[config.mk]
export PLATFORM = sky130hd
export DESIGN_NAME = flash_loader_flat
export DESIGN_NICKNAME = d
export VERILOG_FILES = /design/src/rtl/burst_pkg.sv /design/src/rtl/burst_if.sv /design/src/rtl/flash_loader.sv /design/src/flat_wrapper.sv
export VERILOG_INCLUDE_DIRS = /design/src /design/src/rtl
export SDC_FILE = /design/constraint.sdc
export NUM_CORES = 1
export LEC_CHECK = 0
export ABC_AREA = 1
export BUFFER_PORTS_ARGS = -buffer_cell sky130_fd_sc_hd__buf_2
export CORE_UTILIZATION = 35
export DETAILED_ROUTE_END_ITERATION = 8
export GPL_TIMING_DRIVEN = 0
export PLACE_DENSITY = 0.63
export RECOVER_POWER = 25
export SLEW_MARGIN = 25
export SYNTH_ARGS = -nofsm -noshare
export SYNTH_HDL_FRONTEND = slang
export SYNTH_SLANG_ARGS = --single-unit
[constraint.sdc]
create_clock -name clk -period 9.25 [get_ports clk]
set_input_delay 1.3875 -clock clk [delete_from_list [all_inputs] [get_ports clk]]
set_output_delay 1.3875 -clock clk [all_outputs]
set_load 0.005 [all_outputs]
[src/rtl/soc_defs.svh]
// ---------------------------------------------------------------------
// sizes shared by the memory subsystem and its testbench
// include wherever a bus width or the boot block layout is needed
// ---------------------------------------------------------------------
`ifndef SOC_DEFS_SVH
`define SOC_DEFS_SVH

// ram geometry
`define RAM_ADDR_BITS 12                        // byte address, 4 KiB
`define LINE_BYTES 8                            // one burst line
`define LINE_ADDR_BITS (`RAM_ADDR_BITS - 3)     // line index width

// cycles from read cmd_en to rd_data_valid
`define BR_READ_LATENCY 4

// boot block in spi flash, copied to ram address 0
`define FLASH_SRC_ADDR 24'h00_1000
`define FLASH_BYTE_COUNT 64                     // multiple of LINE_BYTES

`endif

[src/rtl/burst_pkg.sv]
// ---------------------------------------------------------------------
// types of the burst ram side: command encoding and arbiter owner
// ---------------------------------------------------------------------
package burst_pkg;

  // same polarity as the psram controller
  typedef enum logic {
    BR_READ  = 1'b0,
    BR_WRITE = 1'b1
  } br_cmd_e;

  // who holds the burst ram
  typedef enum logic [1:0] {
    OWN_NONE   = 2'd0,
    OWN_LOADER = 2'd1,
    OWN_RAMIO  = 2'd2
  } br_owner_e;

endpackage

[src/rtl/burst_if.sv]
// ---------------------------------------------------------------------
// one burst ram channel: line command, write data, read return
// req/gnt let a requester wait for the shared ram
// ---------------------------------------------------------------------
`include "soc_defs.svh"

interface burst_if
  import burst_pkg::*;
();

  logic                       req;            // level, held until gnt
  logic                       gnt;            // pulse, strobe accepted
  br_cmd_e                    cmd;
  logic                       cmd_en;         // one-cycle strobe
  logic [`LINE_ADDR_BITS-1:0] addr;           // line index
  logic [`LINE_BYTES*8-1:0]   wr_data;
  logic [`LINE_BYTES-1:0]     data_mask;      // 1 = keep byte
  logic [`LINE_BYTES*8-1:0]   rd_data;
  logic                       rd_data_valid;

  modport master (output req, cmd, cmd_en, addr, wr_data, data_mask,
                  input  gnt, rd_data, rd_data_valid);
  modport slave  (input  req, cmd, cmd_en, addr, wr_data, data_mask,
                  output gnt, rd_data, rd_data_valid);

endinterface

[src/rtl/flash_loader.sv]
// ---------------------------------------------------------------------
// boot copy from spi flash into burst ram, runs once after reset
// spi mode 0 at clk/2, read command 0x03, bytes packed little-endian
// ---------------------------------------------------------------------
`include "soc_defs.svh"

module flash_loader
  import burst_pkg::*;
(
  input  logic    clk,
  input  logic    arst_n,
  output logic    flash_cs_n,
  output logic    flash_clk,
  output logic    flash_mosi,
  input  logic    flash_miso,
  output logic    boot_done,
  burst_if.master br
);

  typedef enum logic [1:0] {LD_CMD, LD_BYTE, LD_LINE, LD_DONE} ld_state_e;

  ld_state_e                         state;
  logic [5:0]                        bit_cnt;
  logic [$clog2(`FLASH_BYTE_COUNT):0] byte_cnt;
  logic [31:0]                       cmd_sr;    // command then address
  logic [7:0]                        rx_byte;
  logic [`LINE_BYTES*8-1:0]          line_buf;
  logic [`LINE_ADDR_BITS-1:0]        line_idx;

  // full-line writes only
  assign br.req       = (state == LD_LINE);
  assign br.cmd_en    = br.req && br.gnt;
  assign br.cmd       = BR_WRITE;
  assign br.addr      = line_idx;
  assign br.wr_data   = line_buf;
  assign br.data_mask = '0;

  always_ff @(posedge clk or negedge arst_n) begin
    if (!arst_n) begin
      state      <= LD_CMD;
      flash_cs_n <= 1'b1;
      flash_clk  <= 1'b0;
      flash_mosi <= 1'b0;
      bit_cnt    <= '0;
      byte_cnt   <= '0;
      cmd_sr     <= {8'h03, `FLASH_SRC_ADDR};
      line_idx   <= '0;
      boot_done  <= 1'b0;
    end else begin
      case (state)
        LD_CMD: begin
          if (flash_cs_n) begin               // select, first bit out
            flash_cs_n <= 1'b0;
            flash_mosi <= cmd_sr[31];
            cmd_sr     <= cmd_sr << 1;
          end else begin
            flash_clk <= ~flash_clk;
            if (flash_clk) begin              // falling edge
              flash_mosi <= cmd_sr[31];
              cmd_sr     <= cmd_sr << 1;
              bit_cnt    <= bit_cnt + 1'b1;
              if (bit_cnt == 6'd31) begin
                bit_cnt <= '0;
                state   <= LD_BYTE;
              end
            end
          end
        end
        LD_BYTE: begin
          flash_clk <= ~flash_clk;
          if (!flash_clk) begin
            rx_byte <= {rx_byte[6:0], flash_miso};  // sample on rise, msb first
          end else begin
            bit_cnt <= bit_cnt + 1'b1;
            if (bit_cnt[2:0] == 3'd7) begin
              line_buf <= {rx_byte, line_buf[`LINE_BYTES*8-1:8]};
              byte_cnt <= byte_cnt + 1'b1;
              if (byte_cnt[2:0] == 3'd7)
                state <= LD_LINE;             // clock parks low, cs_n stays low
            end
          end
        end
        LD_LINE: begin
          if (br.gnt) begin
            line_idx <= line_idx + 1'b1;
            if (byte_cnt == `FLASH_BYTE_COUNT) begin
              state      <= LD_DONE;
              flash_cs_n <= 1'b1;
              boot_done  <= 1'b1;
            end else begin
              state <= LD_BYTE;
            end
          end
        end
        default: ;                            // done, idle forever
      endcase
    end
  end

  // loader is silent on the ram once the core may use it
  a_quiet_after_boot: assert property (
    @(posedge clk) disable iff (!arst_n) boot_done |-> !br.cmd_en);

endmodule

[src/flat_wrapper.sv]
// flat-port wrapper written by rule: the top's interface ports become plain ports
module flash_loader_flat import burst_pkg::*;
  (clk, arst_n, flash_cs_n, flash_clk, flash_mosi, flash_miso, boot_done, br_req, br_cmd, br_cmd_en, br_addr, br_wr_data, br_data_mask, br_gnt, br_rd_data, br_rd_data_valid);
  burst_if br_i ();
  input  logic clk;
  input  logic arst_n;
  output logic flash_cs_n;
  output logic flash_clk;
  output logic flash_mosi;
  input  logic flash_miso;
  output logic boot_done;
  output wire logic [$bits(br_i.req)-1:0] br_req;
  output wire logic [$bits(br_i.cmd)-1:0] br_cmd;
  output wire logic [$bits(br_i.cmd_en)-1:0] br_cmd_en;
  output wire logic [$bits(br_i.addr)-1:0] br_addr;
  output wire logic [$bits(br_i.wr_data)-1:0] br_wr_data;
  output wire logic [$bits(br_i.data_mask)-1:0] br_data_mask;
  input wire logic [$bits(br_i.gnt)-1:0] br_gnt;
  input wire logic [$bits(br_i.rd_data)-1:0] br_rd_data;
  input wire logic [$bits(br_i.rd_data_valid)-1:0] br_rd_data_valid;
  assign br_req = br_i.req;
  assign br_cmd = br_i.cmd;
  assign br_cmd_en = br_i.cmd_en;
  assign br_addr = br_i.addr;
  assign br_wr_data = br_i.wr_data;
  assign br_data_mask = br_i.data_mask;
  assign br_i.gnt = br_gnt;
  assign br_i.rd_data = br_rd_data;
  assign br_i.rd_data_valid = br_rd_data_valid;
  flash_loader u_core (.clk(clk), .arst_n(arst_n), .flash_cs_n(flash_cs_n), .flash_clk(flash_clk), .flash_mosi(flash_mosi), .flash_miso(flash_miso), .boot_done(boot_done), .br(br_i));
endmodule
* Yosys cells after proc, flatten, opt, wreduce, memory -nomap -nowiden
Index checks and enable logic that the tools add are counted.
Word-level totals: bits in registers 132, input port bits 69, output and inout port bits 88, word-level logic and storage cells 68
Operators by class: add/subtract/negate cells 3, equal/unequal tests 14, mux-type cells 23, bitwise operators 1, reductions and logical operators 16
Operator list (count):
- $mux W32 | 2
- $mux W6 | 4
- $mux W2 | 8
- $pmux W6 S2 | 1
- $reduce_and A3 Y1 | 4
- $ne A2 B1 Y1 const B | 5
- $add A9 B1 Y9 const B | 1
- $reduce_and A4 Y1 | 2
- $reduce_and A8 Y1 | 1
- $add A7 B1 Y7 const B | 1
- $eq A7 B7 Y1 const B | 1
- $add A6 B1 Y6 const B | 1
- $eq A3 B3 Y1 const B | 2
- $eq A6 B5 Y1 const B | 1
- $ne A2 B2 Y1 const B | 3
- $pmux W2 S3 | 1
- $reduce_and A2 Y1 | 3
- $reduce_bool A2 Y1 | 3
- $mux W1 | 5
- $pmux W1 S2 | 2
- $reduce_bool A3 Y1 | 1
- $eq A2 B1 Y1 const B | 1
- $eq A2 B2 Y1 const B | 1
- $logic_not A2 Y1 | 1
- 2 further kinds | 2

* Depth between registers and ports, before layout
depth after elaboration 5, depth in mapped cells 10, gate-level depth less buffers 10

* Worst setup path after synthesis
Ideal clock, no wire load.
path type in2reg, from input port arst_n, to register u_core.line_buf[0], in the netlist u_core.br.wr_data[0] (enable), library setup time 0.486 ns, data arrival time 4.096 ns, required time 8.764 ns, slack 4.668 ns, stages on the path 2, path buffers 0, path through inv_1 -> nor2_1
Between the ends: word-level cells in the longest chain between the ends 1
RTL lines:
- start: declaration | line flat_wrapper.sv:6 | input logic arst_n;
- $reduce_and A4 Y1 (no source line)
- end signal: assignment | line flash_loader.sv:76 | line_buf <= {rx_byte, line_buf[`LINE_BYTES*8-1:8]};
- end: declaration | line flash_loader.sv:27 | logic [`LINE_BYTES*8-1:0] line_buf;
No other way between the ends. A chain may end at the register's enable or synchronous reset.

* Final worst setup path
from input port arst_n, to register u_core.line_buf[10], in the netlist u_core.br.wr_data[10] (enable)
Same word-level chain as after synthesis.

==> reports/qor.yml <==
worst_setup_path:
  required_ps: 9360
  path_max_fanout: 49
  rr_endpoint: "u_core.br.wr_data[10]"
  worstPathArrival_ps: 4370
  reg2reg_setup_slack_ps: 7080
  cp-end-kind: "flop"
  r2r_start: "u_core.state[1]"
  startpoint_type: "input pin"
  rr_worst_depth: 5
  worstSetupPathType: "input pin to flop"
floorplanning:
  row_count: 41
  initial_core_util_pct: 36.0
  die_h_um: 116
  io_pins: 157
  die_x_um: 116
  die_area_sq_mm: 0.0134
  coreArea_sq_mm: 0.0126
cells_and_area:
  drive_gt1_share_pct: 32.4
  final_common_cell: "buf_2"
  multiInputGateArea_sq_um: 937
  fin_nets: 530
  syn_to_final_growth_pct: 28.3
  antenna_cells: 0
  nFillCells: 1152
  seqCellArea_sq_mm: 0.00337
  final_cell_mix: "81 x buf_2, 72 x edfxtp_1, 55 x nand2_1, 44 x dfrtp_1, 39 x inv_1"
  fin_util_pct: 46.2
synthesis:
  synth_area_sq_mm: 0.00454
  yosysWarnings: 0
  synth.avg_cell_area_sq_um: 13.4
  yosys_register_bits: 120
  syn_inst: 340
  ys_seq_area_share_pct: 74.2
  synth_cell_type_count: 27
sta:
  slew_headroom_pct: -70.1
  skew_ps: 8.21
  finalMaxSlewViolations: 50
  setup-violations-final: 0
  tns_ps: 0
  fmax_mhz: 235
  min_period_ps: 4260
  fin_crit_sh_pct: 46.1
  worst-slew-pin-transition_ps: 2550
  hold_viol: 0
  rsz0062_at_grt: "no"
power:
  power_frac_comb_pct: 0.7
  ir_worst_vdd_mv: 0.0937
  pwr-share-seq_pct: 46.7
  p_sw_mw: 0.261
  finalPower_mw: 1.21
  switching_share_pct: 21.6
  intPower_mw: 0.947
  p_leak_nw: 2.57
  clkPwrFrac_pct: 52.6
  powerDensity_mw_per_mm2: 207
clock_network:
  post_cts_resized: 0
  holdBufCountCts: 0
  post_cts_buffers: 0
  insertion_delay_ps: 410
  clk_pin_slew_ps: 60
  max-clock-path-buffers: 2
  htreeDepth: 4
  cts_tree: "done"
  numClockSinks: 120
  numCtsBuffers: 17
  cts_root_buffer: "clkbuf_16"
status:
  violations: "capacitance limit, slew limit"
  status: "complete, but fails checks"
grt:
  globalRouteTotalUtil_pct: 12.2
  overflow: 0
  grt_pass1_wl_mm: 12.2
  antenna_found_initial: 0
  grt_start_max_net_pins: 50
  grt_pass1_vias: 2568
drt:
  drc: 0
  drt_wl_total_mm: 7.43
  postRouteAntennaNets: 0
  routedWlPerCell_um: 11.7
  drt_iter0_drc: 136
  viasPerCell: 4.25
  dr_total_vias: 2696
  firstDrtPassIters: 4
placement:
  io_buffers: 82
  place_congestion: 0.746
  dpl.hpwl_mm: 5.04
min_path:
  hp-class: "flop to flop"
  min-delay-start: "u_core.rx_byte[7]"
  hold_path_depth: 0
  holdPathEnd: "u_core.br.wr_data[63]"
run:
  maxCapViolCount: 1
## power groups by stage
stage | Clock [mW] | Combinational [mW] | Sequential [mW]
after global placement | 0 | 0.00880 | 0.574
after global routing | 0.676 | 0.0105 | 0.563
after detailed placement | 0 | 0.00922 | 0.574
after CTS | 0.652 | 0.00926 | 0.563
final | 0.635 | 0.00864 | 0.564
after floorplan | 0 | 0.00376 | 0.574
## synthesized netlist by cell type
cell type / number / area (sq um)
xnor2_1: 4 / 35.0
inv_1: 39 / 146
nand3_4: 1 / 17.5
nand2_2: 1 / 6.26
nand3_2: 1 / 10.0
a21oi_2: 9 / 78.8
o21ai_1: 1 / 5.00
edfxtp_1: 72 / 2160
buf_4: 10 / 75.1
nand2_1: 54 / 203
buf_6: 2 / 22.5
xor2_1: 8 / 70.1
nor2_2: 1 / 6.26
nand3_1: 15 / 75.1
a21oi_1: 3 / 15.0
nand4_1: 2 / 12.5
clkbuf_2: 1 / 5.00
dfstp_2: 4 / 105
nor2_1: 35 / 131
o21ai_0: 14 / 70.1
ha_1: 11 / 138
o21ai_4: 1 / 16.3
dfrtp_1: 44 / 1100
mux2_2: 1 / 11.3
nor3_1: 1 / 5.00
inv_2: 3 / 11.3
conb_1: 2 / 7.51
## cell families after synthesis
logic type      share of synthesized area, %
simple gates                            10.3
mux                                    0.248
xor+xnor                                2.31
buf+inv                                 5.73
compound gates                          4.08
other cells                            0.165
fa+ha+maj                               3.03
flops                                   74.2
## metal layers
layer / part of all wire, % / up-vias / routed length [um] / GRT usage (%)
li1: - / 1330 / - / -
met1: 42 / 1289 / 3160 / 14.1
met2: 50 / 66 / 3710 / 19.5
met3: 5.8 / 11 / 434 / 5.02
met4: 1.7 / 0 / 130 / 5.90
met5: 0 / - / 0 / 0
## area by class of cell
cell class	instances	area share [%]
Multi-Input combinational cell	172	16.1
Timing Repair Buffer	84	7.97
Clock inverter	15	2.66
Clock buffer	17	7.30
Buffer	13	1.76
Sequential cell	120	57.8
Inverter	42	2.71
Tap cell	172	3.69
## registers in the layout, summed over array words and instances, names as in the netlist
register and flops:
u_core.bit_cnt 6, u_core.boot_done 1, u_core.br.addr 9, u_core.br.wr_data 64
u_core.byte_cnt 7, u_core.cmd_sr 20, u_core.flash_clk 1, u_core.flash_cs_n 1
u_core.flash_mosi 1, u_core.rx_byte 8, u_core.state 2
## worst max-delay path, stage by stage
cell	delay, ps
clkbuf_1	1780
inv_1	350
nor2_4	560
buf_16	240
## through the flow
stage / cells / hold WS (ps) / cell area [sq um] / setup WS [ps]
4_1_cts: 635 / 428 / 5840 / 6050
6_report: 635 / 430 / 5830 / 4990
3_3_place_gp: 601 / 402 / 5190 / 2700
2_1_floorplan: 347 / 400 / 4570 / 4670
3_5_place_dp: 603 / 417 / 5260 / 6050
5_1_grt: 635 / 451 / 5830 / 4390
## worst max path at each step
stage,from,endpoint,depth (start not counted)
6_report,arst_n,u_core.br.wr_data[10],4
5_1_grt,arst_n,u_core.br.wr_data[1],4
4_1_cts,br_gnt,br_cmd_en,4
3_5_place_dp,arst_n,u_core.br.wr_data[1],4
3_3_place_gp,arst_n,u_core.br.wr_data[23],3
2_1_floorplan,arst_n,u_core.br.wr_data[0],2
Power figures use the tool's default switching activity.
