`config.mk`:
```
export PLATFORM = sky130hd
export DESIGN_NAME = burst_arbiter_flat
export DESIGN_NICKNAME = d
export VERILOG_FILES = /design/src/rtl/burst_pkg.sv /design/src/rtl/burst_if.sv /design/src/rtl/burst_arbiter.sv /design/src/flat_wrapper.sv
export VERILOG_INCLUDE_DIRS = /design/src /design/src/rtl
export SDC_FILE = /design/constraint.sdc
export NUM_CORES = 1
export LEC_CHECK = 0
export BUFFER_PORTS_ARGS = -buffer_cell sky130_fd_sc_hd__buf_2
export CAP_MARGIN = 30
export CORE_AREA = 2 2 176 178
export DETAILED_ROUTE_END_ITERATION = 10
export DIE_AREA = 0 0 178 180
export HOLD_SLACK_MARGIN = 0.03
export PLACE_DENSITY_LB_ADDON = 0.08
export SLEW_MARGIN = 30
export SYNTH_ARGS = -nofsm -noshare
export SYNTH_HDL_FRONTEND = slang
export SYNTH_SLANG_ARGS = --single-unit
```
`constraint.sdc`:
```
create_clock -name clk -period 1.4 [get_ports clk]
set_input_delay 0.28 -clock clk [delete_from_list [all_inputs] [get_ports clk]]
set_output_delay 0.28 -clock clk [all_outputs]
set_load 0.005 [all_outputs]
```
`src/rtl/soc_defs.svh`:
```
// ---------------------------------------------------------------------
// sizes shared by the memory subsystem and its testbench
// include wherever a bus width or the boot block layout is needed
// ---------------------------------------------------------------------
`ifndef SOC_DEFS_SVH
`define SOC_DEFS_SVH

// ram geometry
`define RAM_ADDR_BITS 12                        // byte address, 4 KiB
`define LINE_BYTES 8                            // one burst line
`define LINE_ADDR_BITS (`RAM_ADDR_BITS - 3)     // line index width

// cycles from read cmd_en to rd_data_valid
`define BR_READ_LATENCY 4

// boot block in spi flash, copied to ram address 0
`define FLASH_SRC_ADDR 24'h00_1000
`define FLASH_BYTE_COUNT 64                     // multiple of LINE_BYTES

`endif

```
`src/rtl/burst_pkg.sv`:
```
// ---------------------------------------------------------------------
// types of the burst ram side: command encoding and arbiter owner
// ---------------------------------------------------------------------
package burst_pkg;

  // same polarity as the psram controller
  typedef enum logic {
    BR_READ  = 1'b0,
    BR_WRITE = 1'b1
  } br_cmd_e;

  // who holds the burst ram
  typedef enum logic [1:0] {
    OWN_NONE   = 2'd0,
    OWN_LOADER = 2'd1,
    OWN_RAMIO  = 2'd2
  } br_owner_e;

endpackage

```
`src/rtl/burst_if.sv`:
```
// ---------------------------------------------------------------------
// one burst ram channel: line command, write data, read return
// req/gnt let a requester wait for the shared ram
// ---------------------------------------------------------------------
`include "soc_defs.svh"

interface burst_if
  import burst_pkg::*;
();

  logic                       req;            // level, held until gnt
  logic                       gnt;            // pulse, strobe accepted
  br_cmd_e                    cmd;
  logic                       cmd_en;         // one-cycle strobe
  logic [`LINE_ADDR_BITS-1:0] addr;           // line index
  logic [`LINE_BYTES*8-1:0]   wr_data;
  logic [`LINE_BYTES-1:0]     data_mask;      // 1 = keep byte
  logic [`LINE_BYTES*8-1:0]   rd_data;
  logic                       rd_data_valid;

  modport master (output req, cmd, cmd_en, addr, wr_data, data_mask,
                  input  gnt, rd_data, rd_data_valid);
  modport slave  (input  req, cmd, cmd_en, addr, wr_data, data_mask,
                  output gnt, rd_data, rd_data_valid);

endinterface

```
`src/rtl/burst_arbiter.sv`:
```
// ---------------------------------------------------------------------
// shares the burst ram between flash loader and ramio
// fixed priority to the loader, one transaction in flight at a time
// ---------------------------------------------------------------------
module burst_arbiter
  import burst_pkg::*;
(
  input  logic    clk,
  input  logic    arst_n,
  burst_if.slave  loader,
  burst_if.slave  core_side,
  burst_if.master ram
);

  br_owner_e owner;
  br_cmd_e   last_cmd;     // command of the granted transaction
  logic      use_loader;   // mux select toward the ram

  assign use_loader = (owner == OWN_NONE) ? loader.req : (owner == OWN_LOADER);

  // grant only while free, loader first
  assign ram.req       = (owner == OWN_NONE) && (loader.req || core_side.req);
  assign loader.gnt    = ram.gnt && loader.req;
  assign core_side.gnt = ram.gnt && !loader.req && core_side.req;

  // command mux, strobe passes in the grant cycle
  assign ram.cmd       = use_loader ? loader.cmd       : core_side.cmd;
  assign ram.cmd_en    = use_loader ? loader.cmd_en    : core_side.cmd_en;
  assign ram.addr      = use_loader ? loader.addr      : core_side.addr;
  assign ram.wr_data   = use_loader ? loader.wr_data   : core_side.wr_data;
  assign ram.data_mask = use_loader ? loader.data_mask : core_side.data_mask;

  // read data to both, valid only to the owner
  assign loader.rd_data          = ram.rd_data;
  assign core_side.rd_data       = ram.rd_data;
  assign loader.rd_data_valid    = ram.rd_data_valid && (owner == OWN_LOADER);
  assign core_side.rd_data_valid = ram.rd_data_valid && (owner == OWN_RAMIO);

  always_ff @(posedge clk or negedge arst_n) begin
    if (!arst_n) begin
      owner    <= OWN_NONE;
      last_cmd <= BR_WRITE;
    end else if (ram.cmd_en) begin
      owner    <= use_loader ? OWN_LOADER : OWN_RAMIO;
      last_cmd <= ram.cmd;
    end else if (owner != OWN_NONE &&
                 (last_cmd == BR_WRITE || ram.rd_data_valid)) begin
      owner <= OWN_NONE;                      // write done or read returned
    end
  end

  // requesters must not strobe into an outstanding read
  a_one_read: assert property (
    @(posedge clk) disable iff (!arst_n)
    (owner != OWN_NONE && last_cmd == BR_READ) |-> !ram.cmd_en);

endmodule

```
`src/flat_wrapper.sv`:
```
// flat-port wrapper written by rule: the top's interface ports become plain ports
module burst_arbiter_flat import burst_pkg::*;
  (clk, arst_n, loader_req, loader_cmd, loader_cmd_en, loader_addr, loader_wr_data, loader_data_mask, loader_gnt, loader_rd_data, loader_rd_data_valid, core_side_req, core_side_cmd, core_side_cmd_en, core_side_addr, core_side_wr_data, core_side_data_mask, core_side_gnt, core_side_rd_data, core_side_rd_data_valid, ram_req, ram_cmd, ram_cmd_en, ram_addr, ram_wr_data, ram_data_mask, ram_gnt, ram_rd_data, ram_rd_data_valid);
  burst_if loader_i ();
  burst_if core_side_i ();
  burst_if ram_i ();
  input  logic clk;
  input  logic arst_n;
  input wire logic [$bits(loader_i.req)-1:0] loader_req;
  input wire logic [$bits(loader_i.cmd)-1:0] loader_cmd;
  input wire logic [$bits(loader_i.cmd_en)-1:0] loader_cmd_en;
  input wire logic [$bits(loader_i.addr)-1:0] loader_addr;
  input wire logic [$bits(loader_i.wr_data)-1:0] loader_wr_data;
  input wire logic [$bits(loader_i.data_mask)-1:0] loader_data_mask;
  output wire logic [$bits(loader_i.gnt)-1:0] loader_gnt;
  output wire logic [$bits(loader_i.rd_data)-1:0] loader_rd_data;
  output wire logic [$bits(loader_i.rd_data_valid)-1:0] loader_rd_data_valid;
  input wire logic [$bits(core_side_i.req)-1:0] core_side_req;
  input wire logic [$bits(core_side_i.cmd)-1:0] core_side_cmd;
  input wire logic [$bits(core_side_i.cmd_en)-1:0] core_side_cmd_en;
  input wire logic [$bits(core_side_i.addr)-1:0] core_side_addr;
  input wire logic [$bits(core_side_i.wr_data)-1:0] core_side_wr_data;
  input wire logic [$bits(core_side_i.data_mask)-1:0] core_side_data_mask;
  output wire logic [$bits(core_side_i.gnt)-1:0] core_side_gnt;
  output wire logic [$bits(core_side_i.rd_data)-1:0] core_side_rd_data;
  output wire logic [$bits(core_side_i.rd_data_valid)-1:0] core_side_rd_data_valid;
  output wire logic [$bits(ram_i.req)-1:0] ram_req;
  output wire logic [$bits(ram_i.cmd)-1:0] ram_cmd;
  output wire logic [$bits(ram_i.cmd_en)-1:0] ram_cmd_en;
  output wire logic [$bits(ram_i.addr)-1:0] ram_addr;
  output wire logic [$bits(ram_i.wr_data)-1:0] ram_wr_data;
  output wire logic [$bits(ram_i.data_mask)-1:0] ram_data_mask;
  input wire logic [$bits(ram_i.gnt)-1:0] ram_gnt;
  input wire logic [$bits(ram_i.rd_data)-1:0] ram_rd_data;
  input wire logic [$bits(ram_i.rd_data_valid)-1:0] ram_rd_data_valid;
  assign loader_i.req = loader_req;
  assign loader_i.cmd = loader_cmd;
  assign loader_i.cmd_en = loader_cmd_en;
  assign loader_i.addr = loader_addr;
  assign loader_i.wr_data = loader_wr_data;
  assign loader_i.data_mask = loader_data_mask;
  assign loader_gnt = loader_i.gnt;
  assign loader_rd_data = loader_i.rd_data;
  assign loader_rd_data_valid = loader_i.rd_data_valid;
  assign core_side_i.req = core_side_req;
  assign core_side_i.cmd = core_side_cmd;
  assign core_side_i.cmd_en = core_side_cmd_en;
  assign core_side_i.addr = core_side_addr;
  assign core_side_i.wr_data = core_side_wr_data;
  assign core_side_i.data_mask = core_side_data_mask;
  assign core_side_gnt = core_side_i.gnt;
  assign core_side_rd_data = core_side_i.rd_data;
  assign core_side_rd_data_valid = core_side_i.rd_data_valid;
  assign ram_req = ram_i.req;
  assign ram_cmd = ram_i.cmd;
  assign ram_cmd_en = ram_i.cmd_en;
  assign ram_addr = ram_i.addr;
  assign ram_wr_data = ram_i.wr_data;
  assign ram_data_mask = ram_i.data_mask;
  assign ram_i.gnt = ram_gnt;
  assign ram_i.rd_data = ram_rd_data;
  assign ram_i.rd_data_valid = ram_rd_data_valid;
  burst_arbiter u_core (.clk(clk), .arst_n(arst_n), .loader(loader_i), .core_side(core_side_i), .ram(ram_i));
endmodule
```
Word-level counts from Yosys, hierarchy flattened
Cells that the tools add are included.
W data, S select, Z words.

storage, ports and cells
  register bits = 3
  input bits = 236
  output and inout bits = 216
  logic and storage cells = 26

operators by class
  equality and inequality tests = 2
  muxes and demuxes = 9
  reductions and logical operators = 13

operators by type and width
  cell                  count
  $mux W64              1
  $mux W9               1
  $mux W8               1
  $logic_and A1 B1 Y1   7
  $mux W2               3
  $reduce_bool A2 Y1    2
  $mux W1               3
  $eq A2 B1 Y1 const B  1
  $eq A2 B2 Y1 const B  1
  $logic_not A2 Y1      1
  $logic_or A1 B1 Y1    2
  $logic_not A1 Y1      1

Longest topological paths before layout
  depth in word-level cells = 4
  mapped depth = 5
  mapped depth without buffers = 3

Least setup slack after synthesis
Ideal clock, no wire load.

  path kind = reg2out
  from = register u_core.owner[0]
  to = output port ram_addr[0]
  data arrival time = 1.018 ns
  slack = 0.102 ns
  cell stages (with the launch flop) = 6
  path through = dfrtp_1 > o21bai_1 > buf_4 > buf_4 > nand2_1 > nand2_1

on the way
  cells in the longest elaborated chain, start to end = 3

ends and longest elaborated chain
  element                                           RTL line             source
  from (decl)                                       burst_arbiter.sv:15  br_owner_e owner;
  from (signal assigned)                            burst_arbiter.sv:44  owner <= use_loader ? OWN_LOADER : OWN_RAMIO;
  $eq A2 B1 Y1 or $logic_not A2 Y1 (tied branches)  burst_arbiter.sv:19  assign use_loader = (owner == OWN_NONE) ? loader.req : (owner == OWN_LOADER);
  $mux W1 (*)                                       burst_arbiter.sv:19
  $mux W9 (*)                                       burst_arbiter.sv:29  assign ram.addr = use_loader ? loader.addr : core_side.addr;
  to (decl)                                         flat_wrapper.sv:30   output wire logic [$bits(ram_i.addr)-1:0] ram_addr;

Every way passes the cells marked *; elsewhere a longest branch is shown, timed or not.

Worst setup path in the final report
  from = register u_core.owner[1]
  to = output port ram_wr_data[21]

on the way
  cells in the longest elaborated chain, start to end = 3

ends and longest elaborated chain
  element                                           RTL line             source
  $eq A2 B1 Y1 or $logic_not A2 Y1 (tied branches)  burst_arbiter.sv:19
  $mux W1 (*)                                       burst_arbiter.sv:19
  $mux W64 (*)                                      burst_arbiter.sv:30  assign ram.wr_data = use_loader ? loader.wr_data : core_side.wr_data;
  to (decl)                                         flat_wrapper.sv:31   output wire logic [$bits(ram_i.wr_data)-1:0] ram_wr_data;

Marked as above.

==> impl_metrics.env <==
export IMPL_outcome="finished, violations left"
export IMPL_violations="setup timing"
export IMPL_max_freq_mhz=580
export IMPL_core_area_sq_um=30200
export IMPL_synthFlopType="dfrtp_1"
export IMPL_vias=2891
export IMPL_gp_congestion=0.751
export IMPL_ys_types=16
export IMPL_wl_um=12800
export IMPL_synth_top_family_by_area="buffers and inverters"
export IMPL_synth_fa_ha_area_share_pct=0
export IMPL_vdd_drop_max_mv=0.257
export IMPL_synth_mux_area_share_pct=0.446
export IMPL_pwr_share_comb_pct=81.0
export IMPL_rows=64
export IMPL_arrival_ns=1.44
export IMPL_synthCells=415
export IMPL_fin_worst_skew_ns=0.00130
export IMPL_synth_avg_cell_area_sq_um=5.40
export IMPL_startpoint_type="flop"
export IMPL_yosysSeqAreaShare_pct=3.40
export IMPL_drc=0
export IMPL_layout_drive_gt1_share_pct=62.4
export IMPL_antenna_found_initial=1
export IMPL_numCtsBuffers=3
export IMPL_place_ws_ns=-0.106
export IMPL_cts_tree="built"
export IMPL_setup_viol=88
export IMPL_syn_nets=651
export IMPL_grt_max_degree=36
export IMPL_synth_compound_area_share_pct=1.90
export IMPL_slew_violations=0
export IMPL_n_antenna_cell=0
export IMPL_yosys_cell_count_top_type="nand2_1"
export IMPL_crit_fanout=6
export IMPL_internal_power_mw=1.77
export IMPL_synth_seq_cells=3
export IMPL_stdcell_count=957
export IMPL_drtIter0Drc=42
export IMPL_wl_per_cell_um=13.4
export IMPL_cts_max_level=1
export IMPL_worstSkewPairLatency_ns=0.22
export IMPL_ant_nets=0
export IMPL_final_min_clock_period_ns=1.72
export IMPL_dp_cells=937
export IMPL_endpoint_kind="output port"
export IMPL_fin_setup_tns_ns=-23.42
export IMPL_synth_simple_area_share_pct=44.4
export IMPL_grt_pass1_vias=2840
export IMPL_p_leak_nw=2.23
export IMPL_drt_first_pass_iters=4
export IMPL_power_density_nw_per_um2=807
export IMPL_initial_core_util_pct=7.43
export IMPL_p_sw_mw=1.28
export IMPL_crit_type="flop to output port"
export IMPL_die_y_um=180
export IMPL_viasPerCell=3.02
export IMPL_grt_pass1_wl_um=17100
export IMPL_io_pins=452
export IMPL_async_flop_share_pct=100
export IMPL_synthTopCellsByArea="buf_4, nand2_1, buf_6"
export IMPL_clkSinkCount=3
export IMPL_slew_limit_headroom_pct=86.6
export IMPL_synthTopCellsByCount="nand2_1, buf_4, buf_6"
export IMPL_crit_required_ns=1.12
export IMPL_rsz0062_at_grt="yes"
export IMPL_synthXorXnorAreaFrac_pct=0
export IMPL_cap_violations=0
export IMPL_fin_crit_sh_pct=123
export IMPL_p_sw_share_pct=41.9
export IMPL_yosysWarnings=0
export IMPL_syn_area_sq_um=2240
export IMPL_clk_pin_slew_ns=0.03
export IMPL_hold_violations=0
export IMPL_fin_ws_ns=-0.323
export IMPL_nets=798
export IMPL_die_x_um=178
export IMPL_yosys_area_top_type="buf_4"
export IMPL_p_clk_share_pct=14.8
export IMPL_seqPwrFrac_pct=4.2
export IMPL_hpwl_um=10300
export IMPL_area_growth_pct=68.5
export IMPL_fin_util_pct=12.5
export IMPL_grt_usage_pct=7.07
export IMPL_port_buffers=259
export IMPL_tightest_slew_ns=0.201
export IMPL_design_die_area_sq_um=32000
export IMPL_num_fill_cells=3578
export IMPL_clockBufferDepth=2
export IMPL_root_buffer="clkbuf_16"
export IMPL_grt_ovfl_total=0
export IMPL_hold_class="primary input to flop"
export IMPL_synth_edf_count=0
export IMPL_synth_top_area_share_pct=45.9
-- per-layer routing --
layer,up-vias,part of all wire (%),GRT usage [%]
met1,1255,34,7.21
met2,162,52,12.9
met4,2,4.9,3.84
li1,1406,-,-
met5,-,0.086,0
met3,66,8.6,1.92
-- timing repair --
action,4_1_cts,5_1_grt
endpoints found under the hold margin,2,0
cloned,2,5
endpoints found under the setup margin,86,88
gates resized for setup,39,61
pin swaps,3,28
hold buffers,1,0
buffers inserted,4,5
-- power groups by stage --
stage,registers [mW],clock network (mW),logic (mW)
6_report,0.128,0.451,2.47
5_1_grt,0.131,0.463,2.75
4_1_cts,0.130,0.456,2.21
3_5_place_dp,0.129,0,1.93
3_3_place_gp,0.128,0,1.96
2_1_floorplan,0.125,0,1.17
-- cell usage in the layout (no fill, tap or decap), types with 2 or more instances in the layout --
cell,synthesis,layout
buf_2,2,243
clkbuf_16,0,8
buf_16,0,2
nor2_1,3,3
nand2_2,1,43
buf_4,137,6
buf_6,7,23
nand2_1,253,200
and3b_1,2,2
buf_12,0,8
nand2_4,0,11
-- flip-flops by register name, indices dropped and copies added (netlist names) --
name             cells
u_core.owner         2
u_core.last_cmd      1
-- critical path: stages (launching register included) --
cell and delay [ns]:
dfrtp_1 0.39, o21ba_4 0.30, buf_12 0.15, clkbuf_16 0.16, nand2_4 0.04, nand2_1 0.06, buf_2 0.11
-- stage by stage --
stage / cell area, sq um / hold slack [ns] / power (mW)
final: 3780 / 0.340 / 3.05
after global routing: 3780 / 0.377 / 3.35
after CTS: 3420 / 0.341 / 2.79
after detailed placement: 3110 / 0.0901 / 2.06
after global placement: 3110 / 0.0921 / 2.09
after floorplan: 2240 / -0.0156 / 1.30
-- worst paths after layout --
path | endpoint | cells past startpoint | start | slack, ns
max reg2reg | u_core.last_cmd | 6 | u_core.owner[0] | -0.09
min reg2reg | u_core.last_cmd | 1 | u_core.last_cmd | 0.54
max in group asynchronous | u_core.last_cmd | 2 | arst_n | 0.77
min | u_core.owner[1] | 4 | ram_rd_data_valid | 0.34
min in group asynchronous | u_core.owner[1] | 2 | arst_n | 0.43
max | ram_wr_data[21] | 6 | u_core.owner[1] | -0.32
-- cell type report --
class	instances	area (sq um)	area share (%)
tap	396	495	13.1
multi-input combinational	266	1260	33.2
sequential	3	77.6	2.05
timing repair buffer	288	1870	49.5
clock buffer	4	78.8	2.09
-- cells by family (layout without fill, tap and decap cells) --
logic type             count (synthesis)  count (layout)
AOI/OAI and AO/OA                      4               4
buffers and inverters                146             292
muxes                                  1               1
DFF                                    3               3
and+or+nand+nor                      261             261
(Power assumes the default switching activity.)
