===== src/rtl/soc_defs.svh =====
// ---------------------------------------------------------------------
// sizes shared by the memory subsystem and its testbench
// include wherever a bus width or the boot block layout is needed
// ---------------------------------------------------------------------
`ifndef SOC_DEFS_SVH
`define SOC_DEFS_SVH

// ram geometry
`define RAM_ADDR_BITS 12                        // byte address, 4 KiB
`define LINE_BYTES 8                            // one burst line
`define LINE_ADDR_BITS (`RAM_ADDR_BITS - 3)     // line index width

// cycles from read cmd_en to rd_data_valid
`define BR_READ_LATENCY 4

// boot block in spi flash, copied to ram address 0
`define FLASH_SRC_ADDR 24'h00_1000
`define FLASH_BYTE_COUNT 64                     // multiple of LINE_BYTES

`endif


===== src/rtl/burst_pkg.sv =====
// ---------------------------------------------------------------------
// types of the burst ram side: command encoding and arbiter owner
// ---------------------------------------------------------------------
package burst_pkg;

  // same polarity as the psram controller
  typedef enum logic {
    BR_READ  = 1'b0,
    BR_WRITE = 1'b1
  } br_cmd_e;

  // who holds the burst ram
  typedef enum logic [1:0] {
    OWN_NONE   = 2'd0,
    OWN_LOADER = 2'd1,
    OWN_RAMIO  = 2'd2
  } br_owner_e;

endpackage


===== src/rtl/ramio_pkg.sv =====
// ---------------------------------------------------------------------
// access types seen on the core side of ramio
// bit 2 of the read type marks a zero-extended load
// ---------------------------------------------------------------------
package ramio_pkg;

  // load width and extension
  typedef enum logic [2:0] {
    RD_NONE   = 3'b000,
    RD_BYTE   = 3'b001,  // sign extended
    RD_HALF   = 3'b010,  // sign extended
    RD_WORD   = 3'b011,
    RD_BYTE_U = 3'b101,  // zero extended
    RD_HALF_U = 3'b110   // zero extended
  } read_type_e;

  // store width
  typedef enum logic [1:0] {
    WR_NONE = 2'b00,
    WR_BYTE = 2'b01,
    WR_HALF = 2'b10,
    WR_WORD = 2'b11
  } write_type_e;

endpackage


===== src/rtl/burst_if.sv =====
// ---------------------------------------------------------------------
// one burst ram channel: line command, write data, read return
// req/gnt let a requester wait for the shared ram
// ---------------------------------------------------------------------
`include "soc_defs.svh"

interface burst_if
  import burst_pkg::*;
();

  logic                       req;            // level, held until gnt
  logic                       gnt;            // pulse, strobe accepted
  br_cmd_e                    cmd;
  logic                       cmd_en;         // one-cycle strobe
  logic [`LINE_ADDR_BITS-1:0] addr;           // line index
  logic [`LINE_BYTES*8-1:0]   wr_data;
  logic [`LINE_BYTES-1:0]     data_mask;      // 1 = keep byte
  logic [`LINE_BYTES*8-1:0]   rd_data;
  logic                       rd_data_valid;

  modport master (output req, cmd, cmd_en, addr, wr_data, data_mask,
                  input  gnt, rd_data, rd_data_valid);
  modport slave  (input  req, cmd, cmd_en, addr, wr_data, data_mask,
                  output gnt, rd_data, rd_data_valid);

endinterface


===== src/rtl/ramio_if.sv =====
// ---------------------------------------------------------------------
// core to ramio access bundle
// core side drives the request, mem side answers with data and busy
// ---------------------------------------------------------------------
`include "soc_defs.svh"

interface ramio_if
  import ramio_pkg::*;
();

  logic                      enable;          // one-cycle strobe
  read_type_e                read_type;
  write_type_e               write_type;
  logic [`RAM_ADDR_BITS-1:0] address;         // naturally aligned
  logic [31:0]               data_in;
  logic [31:0]               data_out;
  logic                      data_out_ready;  // pulses as busy falls
  logic                      busy;

  modport core (output enable, read_type, write_type, address, data_in,
                input  data_out, data_out_ready, busy);
  modport mem  (input  enable, read_type, write_type, address, data_in,
                output data_out, data_out_ready, busy);

endinterface


===== src/rtl/ramio.sv =====
// ---------------------------------------------------------------------
// core access port onto the 64-bit burst ram
// every access reads its line; stores merge and write the line back
// ---------------------------------------------------------------------
`include "soc_defs.svh"

module ramio
  import ramio_pkg::*;
  import burst_pkg::*;
(
  input  logic    clk,
  input  logic    arst_n,
  input  logic    boot_done,
  ramio_if.mem    core,
  burst_if.master br
);

  typedef enum logic [2:0] {
    RIO_IDLE, RIO_RD_REQ, RIO_WAIT, RIO_WR_REQ, RIO_FINISH
  } rio_state_e;

  rio_state_e                state;
  read_type_e                acc_rd;
  write_type_e               acc_wr;
  logic [`RAM_ADDR_BITS-1:0] acc_addr;
  logic [31:0]               acc_data;
  logic [`LINE_BYTES*8-1:0]  line_q;     // merged line for write-back
  logic [`LINE_BYTES*8-1:0]  lane_data;  // returned line, lane moved to bit 0
  logic [`LINE_BYTES*8-1:0]  wr_shift;   // store data moved to its lane
  logic [`LINE_BYTES-1:0]    wr_be;
  logic [`LINE_BYTES*8-1:0]  merged;
  logic [31:0]               rd_ext;
  logic                      half_acc;
  logic                      word_acc;
  logic                      misaligned;

  // ------------------------------------------------------------------
  // lane select and extension
  // ------------------------------------------------------------------
  assign lane_data = br.rd_data >> {acc_addr[2:0], 3'b000};

  always_comb begin
    case (acc_rd)
      RD_BYTE:   rd_ext = {{24{lane_data[7]}}, lane_data[7:0]};
      RD_HALF:   rd_ext = {{16{lane_data[15]}}, lane_data[15:0]};
      RD_BYTE_U: rd_ext = {24'b0, lane_data[7:0]};
      RD_HALF_U: rd_ext = {16'b0, lane_data[15:0]};
      default:   rd_ext = lane_data[31:0];
    endcase
  end

  // store merge into the line just read
  assign wr_shift = {32'b0, acc_data} << {acc_addr[2:0], 3'b000};

  always_comb begin
    case (acc_wr)
      WR_BYTE: wr_be = 8'h01 << acc_addr[2:0];
      WR_HALF: wr_be = 8'h03 << acc_addr[2:0];
      default: wr_be = 8'h0f << acc_addr[2:0];
    endcase
    for (int i = 0; i < `LINE_BYTES; i++)
      merged[i*8 +: 8] = wr_be[i] ? wr_shift[i*8 +: 8] : br.rd_data[i*8 +: 8];
  end

  // ------------------------------------------------------------------
  // burst requests
  // ------------------------------------------------------------------
  assign br.req       = (state == RIO_RD_REQ) || (state == RIO_WR_REQ);
  assign br.cmd_en    = br.req && br.gnt;
  assign br.cmd       = (state == RIO_WR_REQ) ? BR_WRITE : BR_READ;
  assign br.addr      = acc_addr[`RAM_ADDR_BITS-1:3];
  assign br.wr_data   = line_q;
  assign br.data_mask = '0;

  always_ff @(posedge clk or negedge arst_n) begin
    if (!arst_n) begin
      state               <= RIO_IDLE;
      acc_rd              <= RD_NONE;
      acc_wr              <= WR_NONE;
      core.busy           <= 1'b0;
      core.data_out_ready <= 1'b0;
    end else begin
      core.data_out_ready <= 1'b0;
      case (state)
        RIO_IDLE: begin
          if (core.enable && boot_done) begin
            acc_rd    <= core.read_type;
            acc_wr    <= core.write_type;
            acc_addr  <= core.address;
            acc_data  <= core.data_in;
            core.busy <= 1'b1;
            state     <= RIO_RD_REQ;
          end
        end
        RIO_RD_REQ: if (br.gnt) state <= RIO_WAIT;
        RIO_WAIT: begin
          if (br.rd_data_valid) begin
            if (acc_wr != WR_NONE) begin
              line_q <= merged;
              state  <= RIO_WR_REQ;
            end else begin
              core.data_out <= rd_ext;
              state         <= RIO_FINISH;
            end
          end
        end
        RIO_WR_REQ: if (br.gnt) state <= RIO_FINISH;
        RIO_FINISH: begin                     // ready pulse with busy falling
          core.busy           <= 1'b0;
          core.data_out_ready <= 1'b1;
          state               <= RIO_IDLE;
        end
        default: state <= RIO_IDLE;
      endcase
    end
  end

  // ------------------------------------------------------------------
  // core protocol checks
  // ------------------------------------------------------------------
  assign half_acc   = (core.read_type inside {RD_HALF, RD_HALF_U}) ||
                      (core.write_type == WR_HALF);
  assign word_acc   = (core.read_type == RD_WORD) || (core.write_type == WR_WORD);
  assign misaligned = (half_acc && core.address[0]) ||
                      (word_acc && (core.address[1:0] != 2'b00));

  a_aligned: assert property (
    @(posedge clk) disable iff (!arst_n) core.enable |-> !misaligned);
  a_not_busy: assert property (
    @(posedge clk) disable iff (!arst_n) core.enable |-> !core.busy);
  a_after_boot: assert property (
    @(posedge clk) disable iff (!arst_n) core.enable |-> boot_done);

endmodule


===== src/flat_wrapper.sv =====
// flat-port wrapper written by rule: the top's interface ports become plain ports
module ramio_flat import ramio_pkg::*; import burst_pkg::*;
  (clk, arst_n, boot_done, core_enable, core_read_type, core_write_type, core_address, core_data_in, core_data_out, core_data_out_ready, core_busy, br_req, br_cmd, br_cmd_en, br_addr, br_wr_data, br_data_mask, br_gnt, br_rd_data, br_rd_data_valid);
  ramio_if core_i ();
  burst_if br_i ();
  input  logic clk;
  input  logic arst_n;
  input  logic boot_done;
  input wire logic [$bits(core_i.enable)-1:0] core_enable;
  input wire logic [$bits(core_i.read_type)-1:0] core_read_type;
  input wire logic [$bits(core_i.write_type)-1:0] core_write_type;
  input wire logic [$bits(core_i.address)-1:0] core_address;
  input wire logic [$bits(core_i.data_in)-1:0] core_data_in;
  output wire logic [$bits(core_i.data_out)-1:0] core_data_out;
  output wire logic [$bits(core_i.data_out_ready)-1:0] core_data_out_ready;
  output wire logic [$bits(core_i.busy)-1:0] core_busy;
  output wire logic [$bits(br_i.req)-1:0] br_req;
  output wire logic [$bits(br_i.cmd)-1:0] br_cmd;
  output wire logic [$bits(br_i.cmd_en)-1:0] br_cmd_en;
  output wire logic [$bits(br_i.addr)-1:0] br_addr;
  output wire logic [$bits(br_i.wr_data)-1:0] br_wr_data;
  output wire logic [$bits(br_i.data_mask)-1:0] br_data_mask;
  input wire logic [$bits(br_i.gnt)-1:0] br_gnt;
  input wire logic [$bits(br_i.rd_data)-1:0] br_rd_data;
  input wire logic [$bits(br_i.rd_data_valid)-1:0] br_rd_data_valid;
  assign core_i.enable = core_enable;
  assign core_i.read_type = core_read_type;
  assign core_i.write_type = core_write_type;
  assign core_i.address = core_address;
  assign core_i.data_in = core_data_in;
  assign core_data_out = core_i.data_out;
  assign core_data_out_ready = core_i.data_out_ready;
  assign core_busy = core_i.busy;
  assign br_req = br_i.req;
  assign br_cmd = br_i.cmd;
  assign br_cmd_en = br_i.cmd_en;
  assign br_addr = br_i.addr;
  assign br_wr_data = br_i.wr_data;
  assign br_data_mask = br_i.data_mask;
  assign br_i.gnt = br_gnt;
  assign br_i.rd_data = br_rd_data;
  assign br_i.rd_data_valid = br_rd_data_valid;
  ramio u_core (.clk(clk), .arst_n(arst_n), .boot_done(boot_done), .core(core_i), .br(br_i));
endmodule

===== config.mk =====
export PLATFORM = sky130hd
export DESIGN_NAME = ramio_flat
export DESIGN_NICKNAME = d
export VERILOG_FILES = /design/src/rtl/burst_pkg.sv /design/src/rtl/ramio_pkg.sv /design/src/rtl/burst_if.sv /design/src/rtl/ramio_if.sv /design/src/rtl/ramio.sv /design/src/flat_wrapper.sv
export VERILOG_INCLUDE_DIRS = /design/src /design/src/rtl
export SDC_FILE = /design/constraint.sdc
export NUM_CORES = 1
export LEC_CHECK = 0
export BUFFER_PORTS_ARGS = -buffer_cell sky130_fd_sc_hd__clkbuf_2
export CELL_PAD_IN_SITES_DETAIL_PLACEMENT = 2
export CELL_PAD_IN_SITES_GLOBAL_PLACEMENT = 2
export CORE_MARGIN = 2
export CORE_UTILIZATION = 35
export DETAILED_ROUTE_END_ITERATION = 7
export GPL_TIMING_DRIVEN = 0
export PLACE_DENSITY = 0.9
export SETUP_SLACK_MARGIN = 0.4
export SLEW_MARGIN = 20
export SYNTH_ARGS = -nofsm -noshare
export SYNTH_HDL_FRONTEND = slang
export SYNTH_SLANG_ARGS = --single-unit

===== constraint.sdc =====
create_clock -name clk -period 4.8 [get_ports clk]
set_input_delay 0.96 -clock clk [delete_from_list [all_inputs] [get_ports clk]]
set_output_delay 0.96 -clock clk [all_outputs]
set_load 0.03 [all_outputs]

# Yosys cells after proc, flatten, opt, wreduce, memory -nomap -nowiden
# Index checks and enable logic that the tools add are counted.
[op_classes]
mux = 20
bitwise = 1
shift = 5
eq_ne = 14
reduce_logical = 12
[ops]
columns = ["cell", "count"]
rows = [
  ["32-bit case mux with 4 select lines", 1],
  ["8-bit 2-to-1 mux", 8],
  ["32-bit by 6-bit left shift with 64-bit output", 1],
  ["64-bit by 6-bit right shift with 32-bit output", 1],
  ["8-bit case mux with 2 select lines", 1],
  ["3-bit 2-to-1 mux", 5],
  ["3-bit case mux with 4 select lines", 1],
  ["4-bit AND reduction", 3],
  ["3-bit by 2-bit == test with 1-bit output (second input constant)", 3],
  ["3-bit == test (second input constant)", 3],
  ["1-bit by 3-bit left shift with 8-bit output (first input constant)", 1],
  ["2-bit by 3-bit left shift with 8-bit output (first input constant)", 1],
  ["4-bit by 3-bit left shift with 8-bit output (first input constant)", 1],
  ["3-bit by 1-bit == test with 1-bit output (second input constant)", 2],
  ["2-bit != test (second input constant)", 3],
  ["2-bit AND reduction", 2],
  ["2-bit nonzero test", 2],
  ["3-bit logical NOT", 1],
  ["1-bit 2-to-1 mux", 3],
  ["3-bit AND reduction", 1],
  ["2-bit by 1-bit == test with 1-bit output (second input constant)", 1],
  ["2-bit == test (second input constant)", 1],
  ["1-bit logical AND", 2],
  ["2-bit by 1-bit != test with 1-bit output (second input constant)", 1],
  ["3 further kinds", 3],
]
[word_totals]
wordCells = 61
output_inout_bits = 118
ff_bits = 150
input_bits = 119

# Depth between registers and ports, before layout
# Gate-level depths: netlist of run 1.
[depth]
word_depth = 4
ltp_mapped = 8
depth_no_buf = 6

# Worst setup path after synthesis of run 1
# OpenSTA, ideal clock, no wires.
[synth_path]
path_type = "in2reg"
startpoint = "input port br_rd_data_valid"
endpoint = "register u_core.line_q[0] (netlist: u_core.br.wr_data[0]) (enable)"
t_required_ns = 4.314
path_stages = 3
setup_ns = 0.486
slack_ns = 0.389
t_arrival_ns = 3.924
n_path_buf = 0
cell_sequence = "nor2b_1 nand4b_1 nor2_1"
[synth_between]
elab_chain_cells = 1
[synth_rtl]
columns = ["element", "line", "source"]
rows = [
  ["start, declared", "flat_wrapper.sv:25", "input wire logic [$bits(br_i.rd_data_valid)-1:0] br_rd_data_valid;"],
  ["4-bit AND reduction (no line)", "-", ""],
  ["end signal, assigned", "ramio.sv:99", "line_q <= merged;"],
  ["end, declared", "ramio.sv:27", "logic [`LINE_BYTES*8-1:0] line_q;"],
]
# Every way passes these cells.
# A chain may end at the register's enable or synchronous reset.

# Worst setup path after layout of run 1
[layout_path]
startpoint = "register u_core.acc_addr[2]"
endpoint = "register u_core.line_q[41] (netlist: u_core.br.wr_data[41]) (data pin)"
[layout_between]
elab_chain_cells = 3
word_cells_on_any_way = 6
classes_between = "shift (4); mux (2)"
[layout_rtl]
columns = ["element", "line", "source"]
rows = [
  ["start, declared", "ramio.sv:25", "logic [`RAM_ADDR_BITS-1:0] acc_addr;"],
  ["start signal, assigned", "ramio.sv:89", "acc_addr <= core.address;"],
  ["parallel branches: the longest is 2 deep, another holds 32-bit by 6-bit left shift with 64-bit output", "-", ""],
  ["8-bit 2-to-1 mux *", "ramio.sv:62", "merged[i*8 +: 8] = wr_be[i] ? wr_shift[i*8 +: 8] : br.rd_data[i*8 +: 8];"],
  ["via u_core.merged[41]", "ramio.sv:31", "logic [`LINE_BYTES*8-1:0] merged;"],
]
# Mark *: on every way through the listed nets, which the timed path passes.

==> impl_metrics.json, run 1 <==
{
  "status": "completed",
  "h-tree-depth": 4,
  "synthFlopType": "edfxtp_1",
  "die_x_um": 158,
  "gp_congestion": 0.944,
  "drt_wl_total_um": 33600,
  "critPathLaunch": "u_core.acc_addr[2]$_DFFE_PP_",
  "grt.total_usage_pct": 27.3,
  "leakage_nw": 4.28,
  "drc": 0,
  "fin_setup_tns_ns": 0,
  "required_ns": 5.01,
  "gr-total-overflow": 0,
  "pwr-share-comb_pct": 30.0,
  "drt-pass1-iter-count": 5,
  "ys_seq_area_share_pct": 53.7,
  "grt_util_met3_pct": 6.24,
  "cellInternalPower_mw": 2.77,
  "drive_gt1_share_pct": 45.6,
  "cts.path.max_buffers": 2,
  "fillers": 2402,
  "pwr_density_cell_mw_per_mm2": 406,
  "syn-cell-area_sq_mm": 0.00829,
  "core_sq_mm": 0.0233,
  "clockPowerShare_pct": 30.7,
  "synth-edff-count": 140,
  "grt.busiest_layer": "met2",
  "drt_iter0_drc": 475,
  "clk_pin_slew_ns": 0.07,
  "cts_buffers": 17,
  "clk-insertion-delay-late_ns": 0.44,
  "seq_area_sq_mm": 0.00445,
  "grt_max_degree": 33,
  "fin_crit_ns": 3.06,
  "sw_frac_of_total_pct": 35.2,
  "avgViaCountPerCell": 5.61,
  "fmax_mhz": 327,
  "die_h_um": 158,
  "grt_pass1_vias": 7442,
  "io_pins": 237,
  "clock-root-buffer": "clkbuf_16",
  "dieArea_sq_mm": 0.0249,
  "seq_power_share_pct": 39.3,
  "ys_warn_count": 0,
  "vdd_drop_max_mv": 0.232,
  "worstSetupPathType": "reg2reg",
  "grt_pass1_wl_um": 48500,
  "fin_area_sq_mm": 0.0105,
  "end_kind": "flop",
  "synthArstFlopShare_pct": 6.67,
  "cap_violations": 0,
  "vias": 6786,
  "rsz0062_at_grt": "false",
  "avgSynthCellArea_sq_um": 13.4,
  "synth-seq-cells": 150,
  "hold_viol_final": 0,
  "multi_input_area_sq_mm": 0.00346,
  "ff2ff_path_depth": 7,
  "synthToLayoutAreaGrowth_pct": 27.0,
  "worstPathArrival_ns": 3.27,
  "tightest_slew_ns": 1.03,
  "start_util_pct": 35.5,
  "skew_ns": 0.00926,
  "cts_resized": 0,
  "post-route-period-util_pct": 63.8,
  "relSlewSlack_pct": 30.9,
  "port-buffer-count": 228,
  "cp_max_fo": 10,
  "worstSetupEndpoint": "u_core.br.wr_data[41]$_DFFE_PP_",
  "wl_per_cell_um": 27.8,
  "nets": 998,
  "hpwl_um": 25000,
  "holdCritPathClass": "in2async",
  "cts_tree": "built",
  "cts_sinks": 150,
  "grt_antenna_before_repair": 0,
  "syn_inst": 619,
  "yosysUniqueCellTypes": 61,
  "use_met1_pct": 32.6,
  "r2r_slack_ns": 1.74,
  "switching_power_mw": 1.50,
  "postRouteAntennaNets": 0,
  "r2r-start": "u_core.acc_addr[2]$_DFFE_PP_",
  "postCtsHoldBufs": 0,
  "cts_setup_buffers": 0,
  "antennaDiodeCount": 0,
  "rows": 56,
  "dpl_cell_area_sq_mm": 0.00996,
  "drv_slew": 0,
  "gr-usage-met2_pct": 47.2,
  "regToRegEndpoint": "u_core.br.wr_data[41]$_DFFE_PP_",
  "startpoint_type": "flop",
  "finalSetupViolations": 0
}
[worst min-delay path by stage]
stage                                      start                      endpoint  slack [ns]
finish                                    arst_n  u_core.acc_wr[1]$_DFFE_PN0P_        0.40
global route                              arst_n   u_core.state[0]$_DFFE_PN0P_        0.40
CTS                                       arst_n   u_core.state[0]$_DFFE_PN0P_        0.39
detailed placement  u_core.acc_rd[2]$_DFFE_PN0P_  u_core.acc_rd[2]$_DFFE_PN0P_        0.52
global placement    u_core.core.busy$_DFFE_PN0P_  u_core.core.busy$_DFFE_PN0P_        0.52
floorplan           u_core.acc_rd[2]$_DFFE_PN0P_  u_core.acc_rd[2]$_DFFE_PN0P_        0.50
[synth_stat cells (11+ instances only)]
| master | count | area share, % |
|---|---|---|
| nor2_1 | 21 | 0.95 |
| edfxtp_1 | 140 | 51 |
| nand2_1 | 40 | 1.8 |
| buf_2 | 17 | 1.0 |
| clkbuf_1 | 13 | 0.59 |
| mux2i_1 | 71 | 8.6 |
| a22oi_1 | 14 | 1.3 |
| o2bb2ai_1 | 25 | 2.6 |
| nor2b_1 | 11 | 0.83 |
| o21ai_0 | 26 | 1.6 |
| mux4_2 | 16 | 4.3 |
| mux2_2 | 62 | 8.4 |
| buf_4 | 22 | 2.0 |
[power by group through the flow]
stage                     sequential [mW]  combinational, mW  clock (mW)
after floorplan                      1.79              0.723           0
after global placement               1.71               1.18           0
after detailed placement             1.71               1.26           0
after CTS                            1.68               1.27        1.33
after global routing                 1.69               1.35        1.37
final                                1.68               1.28        1.31
[flip-flops by register name, summed over array words and instances, names as in the netlist]
name / count
u_core.br.wr_data: 64
u_core.acc_wr: 2
u_core.core.data_out: 32
u_core.acc_data: 32
u_core.core.busy: 1
u_core.acc_addr: 12
u_core.acc_rd: 3
u_core.state: 3
u_core.core.data_out_ready: 1
[metrics by stage]
stage / util (%) / hold slack (ns) / cells / setup slack [ns] / total power [mW]
after detailed placement: 42.7 / 0.518 / 1177 / 1.81 / 2.97
after global placement: 42.2 / 0.519 / 1173 / 0.293 / 2.89
final: 45.1 / 0.396 / 1209 / 1.74 / 4.27
after floorplan: - / 0.498 / 626 / 1.45 / 2.51
after CTS: 45.1 / 0.395 / 1209 / 1.87 / 4.29
after global routing: 45.1 / 0.404 / 1209 / 1.76 / 4.41
[cells by family (layout without fill, tap and decap cells)]
kind of cell	Yosys count	after routing	share of synthesized area [%]
compound gates	140	140	13.0
xor+xnor	3	3	0.317
fa+ha+maj	2	2	0.302
buf+inv	74	338	5.15
flops	150	150	53.7
mux	149	149	21.3
other cells	1	8	0.0452
simple gates	100	100	6.07
[cell usage in the layout (no fill, tap or decap), types with 5 or more instances in the layout]
cell type    n
mux2i_1     71
buf_1        5
a211oi_1     5
clkbuf_16   17
mux2_2      62
a22oi_1     14
o21ai_0     26
buf_4       22
nand2_1     40
nor2b_1     11
o22a_1      10
a22o_1      10
buf_2       17
buf_6        6
edfxtp_1   140
o211ai_2     8
conb_1       8
inv_1        9
o2bb2ai_1   25
clkbuf_1    14
clkbuf_2   228
inv_6        6
and2_1       7
nor2_1      19
a21oi_1     10
mux4_2      16
o211ai_1    10
dfrtp_1     10
[per-layer routing]
layer | up-vias | part of all wire [%]
met5 | - | 0
met3 | 77 | 7.6
li1 | 2917 | -
met4 | 0 | 3.9
met1 | 3439 | 38
met2 | 353 | 51
[critical path: stages, from the launching register on]
cell,delay (ns)
edfxtp_1,0.36
buf_2,0.23
nand2b_1,0.25
buf_1,0.62
o22a_1,0.49
clkbuf_1,0.57
nand2_1,0.11
o21ai_0,0.18
[final cells by class]
| type | count | share of cell area, % |
|---|---|---|
| Tap cell | 319 | 3.79 |
| Buffer | 63 | 3.66 |
| Inverter | 11 | 0.392 |
| Sequential cell | 150 | 42.3 |
| Timing Repair Buffer | 232 | 11.7 |
| Clock buffer | 18 | 4.08 |
| Multi-Input combinational cell | 402 | 32.8 |
| Clock inverter | 14 | 1.26 |
Power figures use the tool's default switching activity.
==> inputs of run 2 (changes only) <==
==> constraint.sdc (replaced) <==
create_clock -name clk -period 2.9 [get_ports clk]
set_input_delay 0.58 -clock clk [delete_from_list [all_inputs] [get_ports clk]]
set_output_delay 0.58 -clock clk [all_outputs]
set_load 0.03 [all_outputs]
==> run 2 against run 1 <==
Effect of this change:
- via count rose by 2.7%
- register-to-register slack worse by 1.3 ns
- sequential share of layout area decreased by 0.49 points
- die area did not move
- non-clock buffer count is 2 higher
- critical path type unchanged
- largest power group unchanged
==> impl_metrics.json, run 2 (synthesis gave the netlist of run 1 again) <==
{
  "end_kind": "flop",
  "vdd_drop_max_mv": 0.454,
  "postRouteAntennaNets": 0,
  "grt_antenna_before_repair": 3,
  "postCtsHoldBufs": 0,
  "critPathLaunch": "u_core.acc_addr[0]$_DFFE_PP_",
  "worst_slack_ns": 0.406,
  "grt_pass1_vias": 7519,
  "drv_slew": 0,
  "fillers": 2397,
  "fin_crit_ns": 2.49,
  "hold_viol_final": 0,
  "gp_congestion": 0.918,
  "dp_cells": 1176,
  "dpl_cell_area_sq_mm": 0.00994,
  "die_x_um": 158,
  "status": "completed",
  "skew_ns": 0.00952,
  "hpwl_um": 24800,
  "layout_commonest_cell": "clkbuf_2",
  "cts_tree": "built",
  "fin_util_pct": 45.6,
  "tightest_slew_ns": 1.07,
  "cp_max_fo": 10,
  "dp_slack_ns": -0.0640,
  "synthToLayoutAreaGrowth_pct": 28.5,
  "drt_wl_total_um": 34800,
  "nets": 1001,
  "required_ns": 3.10,
  "core_sq_mm": 0.0233,
  "leakage_nw": 4.34,
  "drt-pass1-iter-count": 5,
  "worstSetupPathType": "reg2reg",
  "hold_ws_ns": 0.0565,
  "vias": 6970,
  "die_h_um": 158,
  "port-buffer-count": 228,
  "finalSetupViolations": 0,
  "fin_area_sq_mm": 0.0106,
  "h-tree-depth": 4,
  "grt.total_usage_pct": 28.4,
  "startpoint_type": "flop",
  "start_util_pct": 35.5,
  "relSlewSlack_pct": 28.4,
  "layout_common_cells": "clkbuf_2, edfxtp_1, mux2i_1",
  "gr-total-overflow": 0,
  "avgViaCountPerCell": 5.75,
  "worstPathArrival_ns": 2.69,
  "dieArea_sq_mm": 0.0249,
  "cts_buffers": 17,
  "drc": 0,
  "clk_pin_slew_ns": 0.07,
  "drt_iter0_drc": 515,
  "p_total_mw": 7.26,
  "holdCritPathClass": "in2async",
  "largest_reg_flops": 64,
  "grt_max_degree": 31,
  "cap_violations": 0,
  "fin_setup_tns_ns": 0,
  "clk-insertion-delay-late_ns": 0.45,
  "cts.path.max_buffers": 2,
  "layout.cells.non_filler": 1213,
  "fmax_mhz": 401,
  "io_pins": 237,
  "drive_gt1_share_pct": 47.8,
  "wl_per_cell_um": 28.7,
  "grt_pass1_wl_um": 50200,
  "pwr_density_cell_mw_per_mm2": 682,
  "r2r-start": "u_core.acc_addr[0]$_DFFE_PP_",
  "rows": 56,
  "post-route-period-util_pct": 86.0,
  "clock-root-buffer": "clkbuf_16",
  "rsz0062_at_grt": "true",
  "cts_sinks": 150
}
==> run 2: cell types whose count changed in the layout (fill, tap and decap cells not counted), moves of 2 or more <==
cell,previous run,this run
clkinv_2,0,2
clkbuf_4,0,2
buf_4,22,24
buf_1,5,1
mux2i_2,0,3
mux2i_1,71,68
clkbuf_2,228,235
inv_6,6,3
inv_8,3,6
and2_4,0,2
clkbuf_1,14,7
==> run 2: power by group <==
group          switching [mW]  internal [mW]  total [mW]  leakage, nW
Sequential              0.111           2.67        2.78         1.39
Combinational            1.40          0.808        2.21         2.67
Clock                    1.05           1.22        2.27        0.282
==> run 2: layout make-up <==
cell class / count / area [sq um] / area share [%]
flip-flops and latches: 150 / 4450 / 41.8
multi-input cells: 403 / 3520 / 33.1
repair buffers: 234 / 1240 / 11.6
clock buffers: 17 / 425 / 3.99
plain buffers: 63 / 409 / 3.84
well taps: 319 / 399 / 3.75
clock inverters: 15 / 160 / 1.50
inverters: 11 / 42.5 / 0.399
diodes: 1 / 2.50 / 0.0235
==> run 2: worst max-delay path: stages (launching register included) <==
cell and delay [ns]:
edfxtp_1 0.35, buf_6 0.15, buf_6 0.17, buf_2 0.30
buf_4 0.33, mux2i_2 0.38, mux2i_1 0.24, mux2_2 0.32
==> run 2: timing repair <==
item	in CTS	in global routing
pin swaps	1	1
cloned	1	0
buffers inserted	1	2
setup endpoints to repair	110	62
resized for setup	11	18
==> run 2: layer usage <==
metal	vias up	part of all wire (%)	routed length (um)	global-route usage, %
li1	2935	-	-	-
met1	3581	39	13400	34.2
met2	353	49	17100	47.7
met3	97	7.0	2430	6.10
met4	4	5.3	1830	15.3
met5	-	0.081	28	0
==> run 2: worst paths after layout <==
kind | slack [ns] | cells past startpoint | end
max | 0.41 | 7 | u_core.br.wr_data[27]$_DFFE_PP_
min | 0.06 | 1 | u_core.acc_wr[1]$_DFFE_PN0P_
max reg2reg | 0.41 | 7 | u_core.br.wr_data[27]$_DFFE_PP_
min reg2reg | 0.54 | 2 | u_core.core.busy$_DFFE_PN0P_
max in group asynchronous | 2.54 | 1 | u_core.acc_rd[0]$_DFFE_PN0P_
min in group clk | 0.30 | 1 | u_core.acc_addr[10]$_DFFE_PP_
